--- config.mk ---
export PLATFORM = sky130hd
export DESIGN_NAME = scrollCtrl
export DESIGN_NICKNAME = d
export VERILOG_FILES = /design/src/hw/ppuPkg.sv /design/src/hw/scrollCtrl.sv
export SDC_FILE = /design/constraint.sdc
export NUM_CORES = 1
export LEC_CHECK = 0
export BUFFER_PORTS_ARGS = -buffer_cell sky130_fd_sc_hd__buf_2
export CAP_MARGIN = 20
export CORE_ASPECT_RATIO = 0.8
export CORE_UTILIZATION = 45
export DETAILED_ROUTE_END_ITERATION = 8
export GPL_ROUTABILITY_DRIVEN = 0
export HOLD_SLACK_MARGIN = 0.1
export PLACE_DENSITY = 0.75
export SLEW_MARGIN = 10
export SYNTH_ARGS = -nofsm -noshare
export SYNTH_HDL_FRONTEND = slang
export SYNTH_SLANG_ARGS = --single-unit
--- constraint.sdc ---
create_clock -name HCLK -period 2.4 [get_ports HCLK]
set_clock_uncertainty 0.2 [all_clocks]
set_input_delay 0.12 -clock HCLK [delete_from_list [all_inputs] [get_ports HCLK]]
set_output_delay 0.12 -clock HCLK [all_outputs]
set_load 0.05 [all_outputs]
--- src/hw/ppuPkg.sv ---
`default_nettype none

package ppuPkg;

  // bus widths
  typedef logic [31:0] ahbAddrT;
  typedef logic [31:0] ahbDataT;
  typedef logic [3:0]  byteLaneT;

  // scroll quantities
  typedef logic [7:0]  scrollCntT;
  typedef logic [23:0] flashAddrT;

  localparam logic [1:0] HRESP_OKAY = 2'b00;

  // scroll register byte offsets, one word apart above the name table
  localparam logic [11:0] SCROLL_EN   = 12'h800;
  localparam logic [11:0] CNT_MAX     = 12'h804;
  localparam logic [11:0] FLASH_START = 12'h808;
  localparam logic [11:0] BG_MAX      = 12'h80C;
  localparam logic [11:0] BG_CNT      = 12'h810; // read only
  localparam logic [11:0] SCROLL_PTR  = 12'h814; // read only
  localparam logic [11:0] SCROLLING   = 12'h818; // read only
  localparam logic [11:0] PAUSE       = 12'h81C;

  // bus slave to scroll engine, 42 bits
  typedef struct packed {
    logic      enable;
    logic      pause;
    scrollCntT cntMax;
    scrollCntT bgMax;
    flashAddrT flashStart;
  } scrollCfgT;

  // scroll engine back to bus slave, 17 bits
  typedef struct packed {
    scrollCntT bgCnt;
    scrollCntT scrollPtr;
    logic      scrolling;
  } scrollStatT;

endpackage

`default_nettype wire

--- src/hw/scrollCtrl.sv ---
`timescale 1ns/1ns
`default_nettype none

module scrollCtrl (
  input  wire                      HCLK,
  input  wire                      HRESETn,
  input  wire ppuPkg::scrollCfgT   scrollCfg,
  output ppuPkg::scrollStatT       scrollStat
);

  typedef enum logic [1:0] {
    IDLE,
    SCROLLING,
    DONE
  } scrollStateT;

  scrollStateT       state;
  ppuPkg::scrollCntT prescale;
  ppuPkg::scrollCntT scrollPtr;
  ppuPkg::scrollCntT bgCnt;
  logic              enablePrev;
  logic              enableRise;
  logic              active;
  logic              step;
  logic              lastImage;

  assign enableRise = scrollCfg.enable & ~enablePrev;
  assign active     = scrollCfg.enable & ~scrollCfg.pause && (state == SCROLLING);
  // >= so a lowered limit still ends the count
  assign step       = active && (prescale >= scrollCfg.cntMax);
  assign lastImage  = (scrollPtr == 8'hFF) && (bgCnt == scrollCfg.bgMax);

  always_ff @(posedge HCLK or negedge HRESETn) begin
    if (!HRESETn) begin
      enablePrev <= 1'b0;
    end else begin
      enablePrev <= scrollCfg.enable;
    end
  end

  // prescaler holds while inactive
  always_ff @(posedge HCLK or negedge HRESETn) begin
    if (!HRESETn) begin
      prescale <= '0;
    end else if (!enableRise && active) begin
      if (step) begin
        prescale <= '0;
      end else begin
        prescale <= prescale + 8'd1;
      end
    end
  end

  always_ff @(posedge HCLK or negedge HRESETn) begin
    if (!HRESETn) begin
      state     <= IDLE;
      scrollPtr <= '0;
      bgCnt     <= '0;
    end else if (enableRise) begin
      // restart from the first image
      state     <= SCROLLING;
      scrollPtr <= '0;
      bgCnt     <= '0;
    end else if (step) begin
      scrollPtr <= scrollPtr + 8'd1; // wraps 255 -> 0
      if (lastImage) begin
        state <= DONE;
      end else if (scrollPtr == 8'hFF) begin
        bgCnt <= bgCnt + 8'd1;
      end
    end
  end

  assign scrollStat.bgCnt     = bgCnt;
  assign scrollStat.scrollPtr = scrollPtr;
  assign scrollStat.scrolling = (state == SCROLLING);

endmodule

`default_nettype wire

### Yosys cells after proc, flatten, opt, wreduce, memory -nomap -nowiden

Cells that the tools add are included.

| storage, ports and cells | value |
|---|---|
| input port bits | 44 |
| logic and storage cells | 37 |
| register bits | 27 |

| operators by class | value |
|---|---|
| order comparisons | 1 |
| bitwise logic cells | 4 |
| mux-type cells | 10 |
| reductions and logical operators | 10 |
| add/subtract/negate cells | 3 |
| eq/ne operators | 4 |

Operator list:

| operator | number |
|---|---|
| $mux 8 | 7 |
| $add 8x1->8 const B | 3 |
| $eq 8x8->1 | 1 |
| $eq 8x8->1 const B | 1 |
| $ge 8x8->1 | 1 |
| $mux 2 | 3 |
| $reduce_bool 2->1 | 3 |
| $logic_and 1x1->1 | 4 |
| $reduce_and 3->1 | 1 |
| $and 1x1->1 | 2 |
| $eq 2x1->1 const B | 1 |
| $ne 2x2->1 const B | 1 |
| $not 1->1 | 2 |
| $reduce_and 2->1 | 1 |
| $logic_not 1->1 | 1 |

### Longest topological paths before layout

| depth | value |
|---|---|
| depth in word-level cells | 6 |
| gate-level depth with buffers | 9 |
| gate-level depth less buffers | 7 |

### Worst setup path after synthesis

OpenSTA, ideal clock, no wires.

| timing path | value |
|---|---|
| path kind | register to register |
| from | register state[1] |
| to | register bgCnt[2] |
| required time | 2122 ps |
| buffers on the path | 1 |
| clock period less this slack | 2708 ps |
| setup slack | -308 ps |
| stages on the path, launching flop included | 7 |
| arrival | 2431 ps |
| cell sequence | dfrtp_1 -> nor2b_1 -> nand3b_1 -> a2111o_1 -> buf_6 -> or4_1 -> a21oi_1 |

RTL lines:

| element | RTL line | source |
|---|---|---|
| from (decl) | scrollCtrl.sv:17 | `scrollStateT state;` |
| from (signal assigned) | scrollCtrl.sv:56 | `state <= IDLE;` |
| from (signal assigned) | scrollCtrl.sv:61 | `state <= SCROLLING;` |
| from (signal assigned) | scrollCtrl.sv:67 | `state <= DONE;` |
| to (signal assigned) | scrollCtrl.sv:69 | `bgCnt <= bgCnt + 8'd1;` |
| to (decl) | scrollCtrl.sv:20 | `ppuPkg::scrollCntT bgCnt;` |

### Worst setup path after layout

| timing path | value |
|---|---|
| from | register bgCnt[3] |
| to | register bgCnt[3] |

| between the ends | value |
|---|---|
| cells in the longest elaborated chain, start to end | 5 |
| elaborated cells between the ends (all ways) | 9 |
| classes of those cells | add/sub (1); eq/ne (2); mux (4); reduce/logical (2) |

RTL lines:

| element | RTL line | source |
|---|---|---|
| $add 8x1->8 | scrollCtrl.sv:69 |  |
| $mux 8 | scrollCtrl.sv:68 | `end else if (scrollPtr == 8'hFF) begin` |
| $mux 8 | scrollCtrl.sv:66 | `if (lastImage) begin` |
| $mux 8 | scrollCtrl.sv:64 | `end else if (step) begin` |
| $mux 8 | scrollCtrl.sv:59 | `end else if (enableRise) begin` |

Parallel ways exist; a longest one is shown, timed or not. The select of a mux whose other input is x is not followed.
A chain may end at the register's enable or synchronous reset.

==> run_results.csv <==
group,metric,value,unit
yosys,synthTopCellsByArea,"dfrtp_1, ha_1, xor2_1",
floorplanning,fp.dieW,70.9,um
floorplanning,die_height,57.1,um
power,power,996,uW
cts,cts_buffers,3,
placed_design,dpl.hpwl,2670,um
yosys,seq_area_frac_synth,0.395,
placed_design,port-buffer-count,36,
sta,hold_violations,0,
hold_path,hold_path.class,"input port to flop",
power,pwr-share-comb,0.229,
power,swShare,0.290,
yosys,ys.warnings.count,0,
final_layout,diodes,0,
setup_path,endpoint,"bgCnt[3]$_DFFE_PN0P_",
sta,hold-worst-slack,104,ps
yosys,synth_area,1710,um^2
floorplanning,start_util,0.483,
setup_path,rr_worst_depth,6,
sta,setup_violations,0,
detailed_routing,ant_nets,0,
cts,tritoncts,"built",
yosys,synth_top_area_frac,0.395,
grt,grt-ovfl-total,0,
grt,grt_max_degree,28,
power,clockPowerShare,0.257,
sta,worst_slew_pin_slew,591,ps
sta,min_period,2280,ps
setup_path,critical-path-max-stage-delay,540,ps
yosys,syn-instance-count,186,
detailed_routing,wl_per_cell,13.1,um
run,maxCapViolCount,0,
sta,setup_tns,0,ps
setup_path,critical_path.endpoint_type,"flop",
detailed_routing,drt_iter0_markers,80,
floorplanning,rows,19,
detailed_routing,routed_via_density,5.61,
sta,finalCritPeriodShare,0.950,
hold_path,hold_path_startpoint,"scrollCfg[40]",
setup_path,cp-startpoint,"bgCnt[3]$_DFFE_PN0P_",
grt,antenna_found_initial,0,
yosys,synth.avg_cell_area,9.20,um^2
sta,slew_violations,0,
cts,cts_root_buf,"clkbuf_8",
floorplanning,io_pins,61,
setup_path,cp_max_fo,14,
detailed_routing,first_pass_iters,6,
setup_path,reg2reg_from,"bgCnt[3]$_DFFE_PN0P_",
yosys,netlist-cell-type-count,39,
yosys,synth_edf_count,0,
power,p_int,707,uW
grt,grt_pass1_wl,6270,um
detailed_routing,route.detailed.drc,0,
setup_path,critPathSlowestCell,"a2111o_2",
yosys,ys_seq_elements,27,
sta,slew-limit-headroom,0.606,
power,ir_worst_vdd,192,uV
detailed_routing,wirelength,3590,um
floorplanning,dieArea,4050,um^2
setup_path,cp.required,2400,ps
final_layout,finalNetCount,289,
sta,timing.fmax,439,MHz
power,powerDensity,479,nW/um^2
floorplanning,fp.coreArea,3540,um^2
yosys,synth.net_count,241,
setup_path,cp-start-kind,"flop",
yosys,yosysMostFrequentCell,"dfrtp_1",
setup_path,arrival,2280,ps
grt,grtUsageTotal,0.195,
sta,grt_setup_unrepaired,"false",
setup_path,criticalPathCategory,"flop to flop",
yosys,yosys-top-cells-count,"dfrtp_1, a21oi_1, nand2_1, nor2_1, ha_1",
power,p_leak,0.00107,uW
setup_path,r2r_end,"bgCnt[3]$_DFFE_PN0P_",
cts,clk_path_buf_depth,2,
final_layout,drive_gt1_frac,0.253,
cts,cts.clk_slew.worst_paths,90,ps
yosys,yosys.area.top_type,"dfrtp_1",
yosys,postSynth.asyncResetShare,1.00,
cts,clock_latency,270,ps
setup_path,regToRegSetupSlack,120,ps
power,power.net_switching,289,uW
run_status,status,"finished clean",
final_layout,stdcell_count,275,
yosys,synth-main-ff-cell,"dfrtp_1",
placed_design,placed_cells,269,
final_layout,area_growth,21.7,%
cts,h-tree-depth,1,
power,seq_power_share,0.514,
detailed_routing,vias,1542,
grt,grt_pass1_vias,1421,
setup_path,worstPathCellList,"xor2_1, nor4_1, buf_4, a2111o_2, or4_1, a21oi_1",
cts,cts.sinks,27,
[worst max-delay path, delay by kind of cell (launching register included)]
family | cells | cell delay [ps]
compound gates | 2 | 700
simple gates | 2 | 560
flops | 1 | 430
xor+xnor | 1 | 170
buf+inv | 1 | 140
[state kept, by name (all words and copies together), names as in the netlist]
name and count:
scrollPtr 8, state 2, prescale 8, enablePrev 1, bgCnt 8
[power groups by stage]
stage | registers, uW | clock network (uW) | logic [uW]
5_1_grt | 516 | 284 | 267
4_1_cts | 511 | 262 | 225
6_report | 512 | 256 | 228
2_1_floorplan | 523 | 0 | 128
3_3_place_gp | 519 | 0 | 214
3_5_place_dp | 520 | 0 | 221
[cell families after synthesis]
family                   synth area share
AND/OR/NAND/NOR                     0.221
AO/OA/AOI/OAI                       0.177
flip-flops                          0.395
buffers and inverters              0.0527
XOR/XNOR                           0.0614
adder cells (fa/ha/maj)            0.0805
multiplexers                       0.0124
[worst min-delay path by stage]
stage                                          end  slack (ps)  depth (start not counted)
final                     scrollPtr[1]$_DFFE_PN0P_         100                          5
after global routing      scrollPtr[1]$_DFFE_PN0P_         140                          5
after CTS                 scrollPtr[1]$_DFFE_PN0P_         100                          5
after detailed placement      bgCnt[5]$_DFFE_PN0P_         -40                          1
after global placement        bgCnt[5]$_DFFE_PN0P_         -40                          1
after floorplan               bgCnt[0]$_DFFE_PN0P_        -380                          0
[area by class of cell]
type | count | area (um^2)
Clock inverter | 1 | 5.00
Fill cell | 322 | 1460
Timing Repair Buffer | 51 | 310
Multi-Input combinational cell | 141 | 958
Inverter | 10 | 37.5
Sequential cell | 27 | 676
Tap cell | 42 | 52.6
Clock buffer | 3 | 41.3
[placed cells by master, fill, tap and decap left out, drive strengths merged]
cell / instances
nor4bb: 1
o21ai: 6
or3: 2
a211oi: 2
and2b: 1
and4: 1
nand3b: 1
mux2: 1
buf: 49
or4: 8
nor4: 3
inv: 10
and3: 2
nand2: 15
mux2i: 1
a2111o: 1
nand3: 8
nand4: 5
clkbuf: 3
and2: 2
xnor2: 2
ha: 11
o31ai: 8
dfrtp: 27
o21a: 2
xor2: 10
nor3: 2
a21o: 3
nor2: 13
dlygate4sd3: 2
nor2b: 3
nor3b: 1
clkinv: 1
a41o: 3
a21oi: 15
nand2b: 2
a22o: 2
a31oi: 3
o21bai: 1
[metrics by stage]
step                 util  instance area (um^2)  setup slack [ps]
finish              0.587                  2080               121
global route        0.587                  2080              11.8
CTS                 0.586                  2070              64.3
detailed placement  0.567                  2010              60.9
global placement    0.567                  2010               157
floorplan               -                  1720              27.1
[repair_timing]
| action | in CTS | in global routing |
|---|---|---|
| hold buffers | 2 | 0 |
| hold endpoints to repair | 28 | 0 |
| resized for setup | 0 | 3 |
| endpoints found under the setup margin | 0 | 8 |
| setup buffers | 0 | 0 |
[layer usage]
layer	global-route usage	up-vias	routed length [um]
met4	0.0486	0	31
met1	0.278	728	1870
met2	0.309	32	1560
li1	-	778	-
met5	0	-	0
met3	0.0389	4	128
Note: power is estimated with default switching activity, not from simulation.
