[src/hw/ppuPkg.sv]
`default_nettype none

package ppuPkg;

  // bus widths
  typedef logic [31:0] ahbAddrT;
  typedef logic [31:0] ahbDataT;
  typedef logic [3:0]  byteLaneT;

  // scroll quantities
  typedef logic [7:0]  scrollCntT;
  typedef logic [23:0] flashAddrT;

  localparam logic [1:0] HRESP_OKAY = 2'b00;

  // scroll register byte offsets, one word apart above the name table
  localparam logic [11:0] SCROLL_EN   = 12'h800;
  localparam logic [11:0] CNT_MAX     = 12'h804;
  localparam logic [11:0] FLASH_START = 12'h808;
  localparam logic [11:0] BG_MAX      = 12'h80C;
  localparam logic [11:0] BG_CNT      = 12'h810; // read only
  localparam logic [11:0] SCROLL_PTR  = 12'h814; // read only
  localparam logic [11:0] SCROLLING   = 12'h818; // read only
  localparam logic [11:0] PAUSE       = 12'h81C;

  // bus slave to scroll engine, 42 bits
  typedef struct packed {
    logic      enable;
    logic      pause;
    scrollCntT cntMax;
    scrollCntT bgMax;
    flashAddrT flashStart;
  } scrollCfgT;

  // scroll engine back to bus slave, 17 bits
  typedef struct packed {
    scrollCntT bgCnt;
    scrollCntT scrollPtr;
    logic      scrolling;
  } scrollStatT;

endpackage

`default_nettype wire

[src/hw/nameTableBus.sv]
`timescale 1ns/1ns
`default_nettype none

module nameTableBus #(
  parameter int NT_ADDR_WIDTH = 9
) (
  input  wire                      HCLK,
  input  wire                      HRESETn,
  input  wire                      HSEL,
  input  wire ppuPkg::ahbAddrT     HADDR,
  input  wire [1:0]                HTRANS,
  input  wire [2:0]                HSIZE,
  input  wire                      HWRITE,
  input  wire ppuPkg::ahbDataT     HWDATA,
  input  wire                      HREADY,
  output logic                     HREADYOUT,
  output ppuPkg::ahbDataT          HRDATA,
  output logic [1:0]               HRESP,
  output logic [NT_ADDR_WIDTH-1:0] ramRdAddr,
  output logic [NT_ADDR_WIDTH-1:0] ramWrAddr,
  output ppuPkg::byteLaneT         ramWrLanes,
  output ppuPkg::ahbDataT          ramWrData,
  input  wire ppuPkg::ahbDataT     ramRdData,
  output ppuPkg::scrollCfgT        scrollCfg,
  input  wire ppuPkg::scrollStatT  scrollStat
);

  logic                   accept;
  ppuPkg::byteLaneT       laneDec;
  logic [NT_ADDR_WIDTH:0] wordIdx;   // top bit selects the register bank
  ppuPkg::byteLaneT       lanesReg;
  logic                   wrPending;
  logic                   dataWr;
  logic                   bankSel;
  logic                   regWr;
  ppuPkg::scrollCfgT      cfgReg;

  // zero wait states, never an error
  assign HREADYOUT = 1'b1;
  assign HRESP     = ppuPkg::HRESP_OKAY;

  assign accept = HSEL & HTRANS[1] & HREADY;

  // byte lanes from size and low address bits
  always_comb begin
    case ({HADDR[1:0], HSIZE})
      5'b00_000: laneDec = 4'b0001;
      5'b01_000: laneDec = 4'b0010;
      5'b10_000: laneDec = 4'b0100;
      5'b11_000: laneDec = 4'b1000;
      5'b00_001: laneDec = 4'b0011;
      5'b10_001: laneDec = 4'b1100;
      5'b00_010: laneDec = 4'b1111;
      default:   laneDec = 4'b0000; // unaligned or too wide
    endcase
  end

  // address phase capture
  always_ff @(posedge HCLK or negedge HRESETn) begin
    if (!HRESETn) begin
      wordIdx  <= '0;
      lanesReg <= '0;
    end else if (accept) begin
      wordIdx  <= HADDR[NT_ADDR_WIDTH+2:2];
      lanesReg <= laneDec;
    end
  end

  always_ff @(posedge HCLK or negedge HRESETn) begin
    if (!HRESETn) begin
      wrPending <= 1'b0;
    end else begin
      wrPending <= accept & HWRITE;
    end
  end

  // data phase
  assign dataWr  = wrPending & HREADY;
  assign bankSel = wordIdx[NT_ADDR_WIDTH] && (wordIdx[NT_ADDR_WIDTH-1:3] == '0);
  assign regWr   = dataWr & bankSel;

  // RAM side; the read address bypasses the latch so data is ready next cycle
  assign ramRdAddr  = HADDR[NT_ADDR_WIDTH+1:2];
  assign ramWrAddr  = wordIdx[NT_ADDR_WIDTH-1:0];
  assign ramWrData  = HWDATA;
  assign ramWrLanes = (dataWr && !wordIdx[NT_ADDR_WIDTH]) ? lanesReg : '0;

  // scroll configuration registers
  always_ff @(posedge HCLK or negedge HRESETn) begin
    if (!HRESETn) begin
      cfgReg <= '0;
    end else if (regWr) begin
      case (wordIdx[2:0])
        ppuPkg::SCROLL_EN[4:2]:   cfgReg.enable     <= HWDATA[0];
        ppuPkg::CNT_MAX[4:2]:     cfgReg.cntMax     <= HWDATA[7:0];
        ppuPkg::FLASH_START[4:2]: cfgReg.flashStart <= HWDATA[23:0];
        ppuPkg::BG_MAX[4:2]:      cfgReg.bgMax      <= HWDATA[7:0];
        ppuPkg::PAUSE[4:2]:       cfgReg.pause      <= HWDATA[0];
        default: ;                                  // status offsets
      endcase
    end
  end

  assign scrollCfg = cfgReg;

  // read data mux
  always_comb begin
    HRDATA = '0;
    if (!wordIdx[NT_ADDR_WIDTH]) begin
      HRDATA = ramRdData;
    end else if (bankSel) begin
      case (wordIdx[2:0])
        ppuPkg::SCROLL_EN[4:2]:   HRDATA = {31'b0, cfgReg.enable};
        ppuPkg::CNT_MAX[4:2]:     HRDATA = {24'b0, cfgReg.cntMax};
        ppuPkg::FLASH_START[4:2]: HRDATA = {8'b0, cfgReg.flashStart};
        ppuPkg::BG_MAX[4:2]:      HRDATA = {24'b0, cfgReg.bgMax};
        ppuPkg::BG_CNT[4:2]:      HRDATA = {24'b0, scrollStat.bgCnt};
        ppuPkg::SCROLL_PTR[4:2]:  HRDATA = {24'b0, scrollStat.scrollPtr};
        ppuPkg::SCROLLING[4:2]:   HRDATA = {31'b0, scrollStat.scrolling};
        ppuPkg::PAUSE[4:2]:       HRDATA = {31'b0, cfgReg.pause};
        default:                  HRDATA = '0;
      endcase
    end
  end

endmodule

`default_nettype wire

[config.mk]
export PLATFORM = sky130hd
export DESIGN_NAME = nameTableBus
export DESIGN_NICKNAME = d
export VERILOG_FILES = /design/src/hw/ppuPkg.sv /design/src/hw/nameTableBus.sv
export SDC_FILE = /design/constraint.sdc
export NUM_CORES = 1
export LEC_CHECK = 0
export CAP_MARGIN = 25
export CORE_AREA = 2 2 99 101
export DETAILED_ROUTE_END_ITERATION = 10
export DIE_AREA = 0 0 101 103
export DONT_BUFFER_PORTS = 1
export PLACE_DENSITY_LB_ADDON = 0.12
export SLEW_MARGIN = 5
export SYNTH_ARGS = -nofsm -noshare
export SYNTH_HDL_FRONTEND = slang
export SYNTH_SLANG_ARGS = --single-unit
[constraint.sdc]
create_clock -name HCLK -period 2.7 [get_ports HCLK]
set_input_delay 0 -clock HCLK [delete_from_list [all_inputs] [get_ports HCLK]]
set_output_delay 0 -clock HCLK [all_outputs]
set_load 0.02 [all_outputs]
# == After elaboration in Yosys (flattened, before gate mapping) ==
# Cells that the tools add are included.
# word_totals
regBits,57
inputBits,123
out_inout_bits,131
# classes
n_eq_ne,13
mux,5
bitwise_logic,5
reduce_logical,11
# ops
cell,n
$pmux 32 s8,1
$mux 32,2
$pmux 4 s7,1
$eq 5x5->1 const B,3
$eq 3x3->1 const B,4
$reduce_and 2->1,5
$eq 3x2->1 const B,2
$logic_not 6->1,1
$and 1x1->1,5
$eq 5x1->1 const B,1
$eq 5x2->1 const B,1
$eq 5x4->1 const B,1
$logic_not 5->1,1
$mux 4,1
$eq 3x1->1 const B,1
$logic_not 3->1,1
$logic_and 1x1->1,2
$logic_not 1->1,1

# == Depth between registers and ports, before layout ==
# logic_depth
depth_word,4
ltp_mapped,6
depth_no_buf,4

# == Least setup slack after synthesis ==
# OpenSTA, ideal clock, no wires.
# synth_timing
path_kind,register to register
from,register wordIdx[6]
to,register cfgReg (netlist bit scrollCfg[24])
arrival_time_ns,1.792
t_required_ns,2.575
setup_slack_ns,0.783
stages_incl_launch_ff,6
cell_sequence,dfrtp_1 > or4_4 > nor2_4 > and4_1 > buf_2 > mux2_2
# synth_via
elab_chain_len,4
# synth_lines
element,line_no,rtl
from (decl),nameTableBus.sv:30,logic [NT_ADDR_WIDTH:0] wordIdx;
from (signal assigned),nameTableBus.sv:64,wordIdx <= HADDR[NT_ADDR_WIDTH+2:2];
$logic_not 6->1,nameTableBus.sv:79,assign bankSel = wordIdx[NT_ADDR_WIDTH] && (wordIdx[NT_ADDR_WIDTH-1:3] == '0);
$logic_and 1x1->1,nameTableBus.sv:79,
$and 1x1->1,nameTableBus.sv:80,assign regWr = dataWr & bankSel;
$reduce_and 2->1 (no line),-,
to (decl),nameTableBus.sv:36,ppuPkg::scrollCfgT cfgReg;
# No other way between the ends.
# A chain may end at the register's enable or synchronous reset.

# == Final worst setup path ==
# layout_timing
from,register wordIdx[6]
to,output HRDATA[7]
# layout_via
elab_chain_len,4
# layout_lines
element,line_no,rtl
$logic_not 6->1,nameTableBus.sv:79,
$logic_and 1x1->1,nameTableBus.sv:79,
$mux 32,nameTableBus.sv:111,end else if (bankSel) begin
$mux 32,nameTableBus.sv:109,if (!wordIdx[NT_ADDR_WIDTH]) begin
to (decl),nameTableBus.sv:17,"output ppuPkg::ahbDataT HRDATA,"
# No other way between the ends.

==> impl_metrics.py <==
metrics = {
    "floorplanning": {
        "initial_core_util": 0.364,
        "design.core.area_um2": 9460,
        "die_h_um": 103,
        "die_width_um": 101,
        "die_area_um2": 10400,
        "num_io_pins": 254,
        "placement_rows": 36,
    },
    "clocking": {
        "cts.path.max_buffers": 2,
        "clk_latency_ns": 0.34,
        "tritoncts": "built",
        "ctsHtreeMaxLevel": 3,
        "clock_tree.root_cell": "clkbuf_8",
        "cts_setup_buffers": 0,
        "cts.reportedPaths.clkPinSlew_ns": 0.06,
        "cts_num_sinks": 57,
        "cts_inserted_buffers": 9,
    },
    "layout": {
        "n_antenna_cell": 0,
        "final_layout_size_suffix_gt1_frac": 0.299,
        "final_cell_area_um2": 3790,
        "final_core_util": 0.401,
        "finalNetCount": 412,
        "relative_area_change_from_synthesis_to_final_layout_pct": 10.1,
    },
    "pwr": {
        "power_density_nw_per_um2": 566,
        "combinationalPowerShare": 0.212,
        "clock_power_share": 0.337,
        "power_leakage_nw": 1.78,
        "total_net_switching_power_w": 0.000688,
        "share_seq_of_total_power": 0.450,
        "maximum_vdd_drop_mv": 0.261,
        "p_sw_frac": 0.320,
        "internal_power_w": 0.00146,
    },
    "global_route": {
        "overflow": 0,
        "grt_pass1_wl_um": 12700,
        "grt_max_degree": 58,
        "vias_in_the_first_global_route": 2370,
        "antenna_found_initial": 0,
        "grt_use_total": 0.164,
    },
    "timing": {
        "finalSetupViolations": 0,
        "worst_clock_skew_ns": 0.00986,
        "totalNegativeSetupSlack_ns": 0,
        "tightest_slew_ns": 0.847,
        "timing.final.crit_share": 0.909,
        "final_hold_viol_count": 0,
        "finalCriticalPeriod_ns": 2.46,
        "slew_headroom": 0.434,
        "final.setup.worst_slack_ns": 0.245,
        "timing.fmax_ghz": 0.407,
        "rsz_0062_raised_after_global_routing": "no",
        "final_max_slew_viol_count": 0,
    },
    "drt": {
        "ant_nets": 0,
        "total_wire_length_after_detailed_routing_um": 8440,
        "drt_pass1_iterations": 4,
        "drt_first_iter_violations": 33,
        "routed_wire_length_per_instance_um": 20.7,
        "drcViolationCount": 0,
        "via_count": 2260,
        "detail_route.vias_per_cell": 5.54,
    },
    "yosys": {
        "synth_cell_types": 43,
        "synthCells": 294,
        "syn_area_um2": 3440,
        "synth-seq-cells": 57,
        "synth_enable_flop_cells": 0,
        "synth_async_sr_flop_share": 1.00,
        "post_synth_main_area_contributors": "dfrtp_1, mux2_2, buf_4",
        "synth_area_per_cell_um2": 11.7,
        "ys_dominant_reg_cell": "dfrtp_1",
        "post-synth-top-area-fraction": 0.415,
        "synth_warnings": 0,
        "synth.yosys.seq_area_share": 0.415,
        "synth_area_leader_cell": "dfrtp_1",
    },
    "setup_path": {
        "crit_required_ns": 2.70,
        "critical_path.slowest_cell": "or4_4",
        "worstSetupStartpointType": "flip-flop",
        "critPathKind": "flip-flop to output pin",
        "cp_slowest_stage_delay_ns": 0.61,
        "endpoint_kind": "output pin",
        "cp_max_fo": 7,
        "crit_path_cell_trace": "or4_4 > nor2_4 > nand3b_1 > o221ai_1",
        "arrival_ns": 2.46,
    },
    "placed_design": {
        "pre_cts_slack_ns": 0.354,
        "post_dp_cell_area_um2": 3160,
        "placer_s_final_routability_congestion_estimate": 0.737,
        "post-dp-hpwl_um": 5670,
        "port_buffers": 0,
    },
    "flow_run": {
        "max_cap_viol_count": 0,
    },
    "status": {
        "status": "completed",
    },
    "worst_hold_path": {
        "min_path_type": "primary input to output pin",
    },
}
==> final timing paths <==
path                                  start            end  slack, ns  cells past startpoint
worst max-delay path             wordIdx[6]      HRDATA[7]       0.24                      4
worst min-delay path             HWDATA[24]  ramWrData[24]   0.000009                      0
worst max register to register   wordIdx[6]  scrollCfg[20]       0.38                      5
worst min register to register  lanesReg[1]    lanesReg[1]       0.48                      2
max in group asynchronous           HRESETn    lanesReg[2]       2.21                      2
min in group asynchronous           HRESETn   scrollCfg[1]       0.22                      2
==> area by class of cell <==
type	instances	area [µm²]
timing repair buffer	51	510
inverter	3	11.3
multi-input combinational	167	1520
fill	928	5670
clock buffer	13	159
tap	114	143
clock inverter	3	15.0
sequential	57	1430
==> power by group through the flow <==
stage	Combinational [W]	Sequential, W	Clock, W
after CTS	0.000463	0.000967	0.000758
after floorplan	0.000493	0.000935	0
after global routing	0.000505	0.000975	0.000795
after detailed placement	0.000382	0.000984	0
final	0.000455	0.000966	0.000724
after global placement	0.000379	0.000984	0
==> placed cells by master (no fill, tap or decap), drive strengths merged <==
cell type	n
a21boi	1
o41ai	1
xor2	1
dfrtp	57
nand3b	3
nand2	14
o211ai	1
a22oi	7
nand2b	2
a22o	17
clkinv	3
nand4	1
o21ai	4
o31ai	1
nand4b	1
o2bb2ai	1
and2	4
nor2b	9
or3b	1
mux2i	10
o221ai	7
a211oi	2
o32a	1
nor2	8
and4	1
inv	3
mux2	59
dlygate4sd3	43
conb	3
nor3	2
buf	8
or4	1
clkbuf	13
xnor2	1
and3	1
nand3	2
==> synth_stat cells (2+ instances only) <==
master / count
mux2_2: 39
buf_2: 2
buf_4: 53
o21ai_0: 4
mux2_4: 20
a22oi_1: 7
dfrtp_1: 57
buf_6: 2
a211oi_1: 2
mux2i_1: 10
a22o_1: 17
nand3b_1: 3
conb_1: 2
inv_1: 3
and2_1: 4
o221ai_1: 7
nor2b_1: 9
clkbuf_1: 8
nand2b_1: 2
nand2_1: 14
nor2_1: 7
==> critical path, delay by kind of cell, from the launching register on <==
| family | cells | cell delay (ns) |
|---|---|---|
| AND/OR/NAND/NOR | 3 | 1.10 |
| AO/OA/AOI/OAI | 1 | 0.55 |
| flip-flops | 1 | 0.47 |
==> per-stage QoR <==
step | hold slack (ns) | total power [W] | cells
floorplan | -0.296 | 0.00143 | 295
global placement | -0.294 | 0.00136 | 348
detailed placement | -0.294 | 0.00137 | 348
CTS | 0.000137 | 0.00219 | 408
global route | 0.0000206 | 0.00228 | 408
finish | 0.00000886 | 0.00215 | 408
==> cells by family (layout without fill, tap and decap cells) <==
| kind of cell | Yosys count | after routing | share of synthesized area |
|---|---|---|---|
| AOI/OAI and AO/OA | 43 | 43 | 0.101 |
| xor gates and xnor gates | 2 | 2 | 0.00509 |
| buffers and inverters | 71 | 70 | 0.144 |
| DFF | 57 | 57 | 0.415 |
| muxes | 69 | 69 | 0.244 |
| other | 2 | 3 | 0.00218 |
| and+or+nand+nor | 50 | 50 | 0.0891 |
==> registers in the layout, indices dropped and copies added (netlist names) <==
register and count:
wordIdx 10, wrPending 1, scrollCfg 42, lanesReg 4
==> layer usage <==
| metal | global-route usage | routed length (µm) |
|---|---|---|
| met1 | 0.194 | 3490 |
| met2 | 0.267 | 4120 |
| met3 | 0.0590 | 629 |
| met4 | 0.0790 | 207 |
| met5 | 0 | 0 |
==> timing repair <==
action / CTS / global route
gates resized for setup: 0 / 1
endpoints found under the hold margin: 114 / 0
hold buffers: 44 / 0
endpoints found under the setup margin: 0 / 15
(Power assumes the default switching activity.)
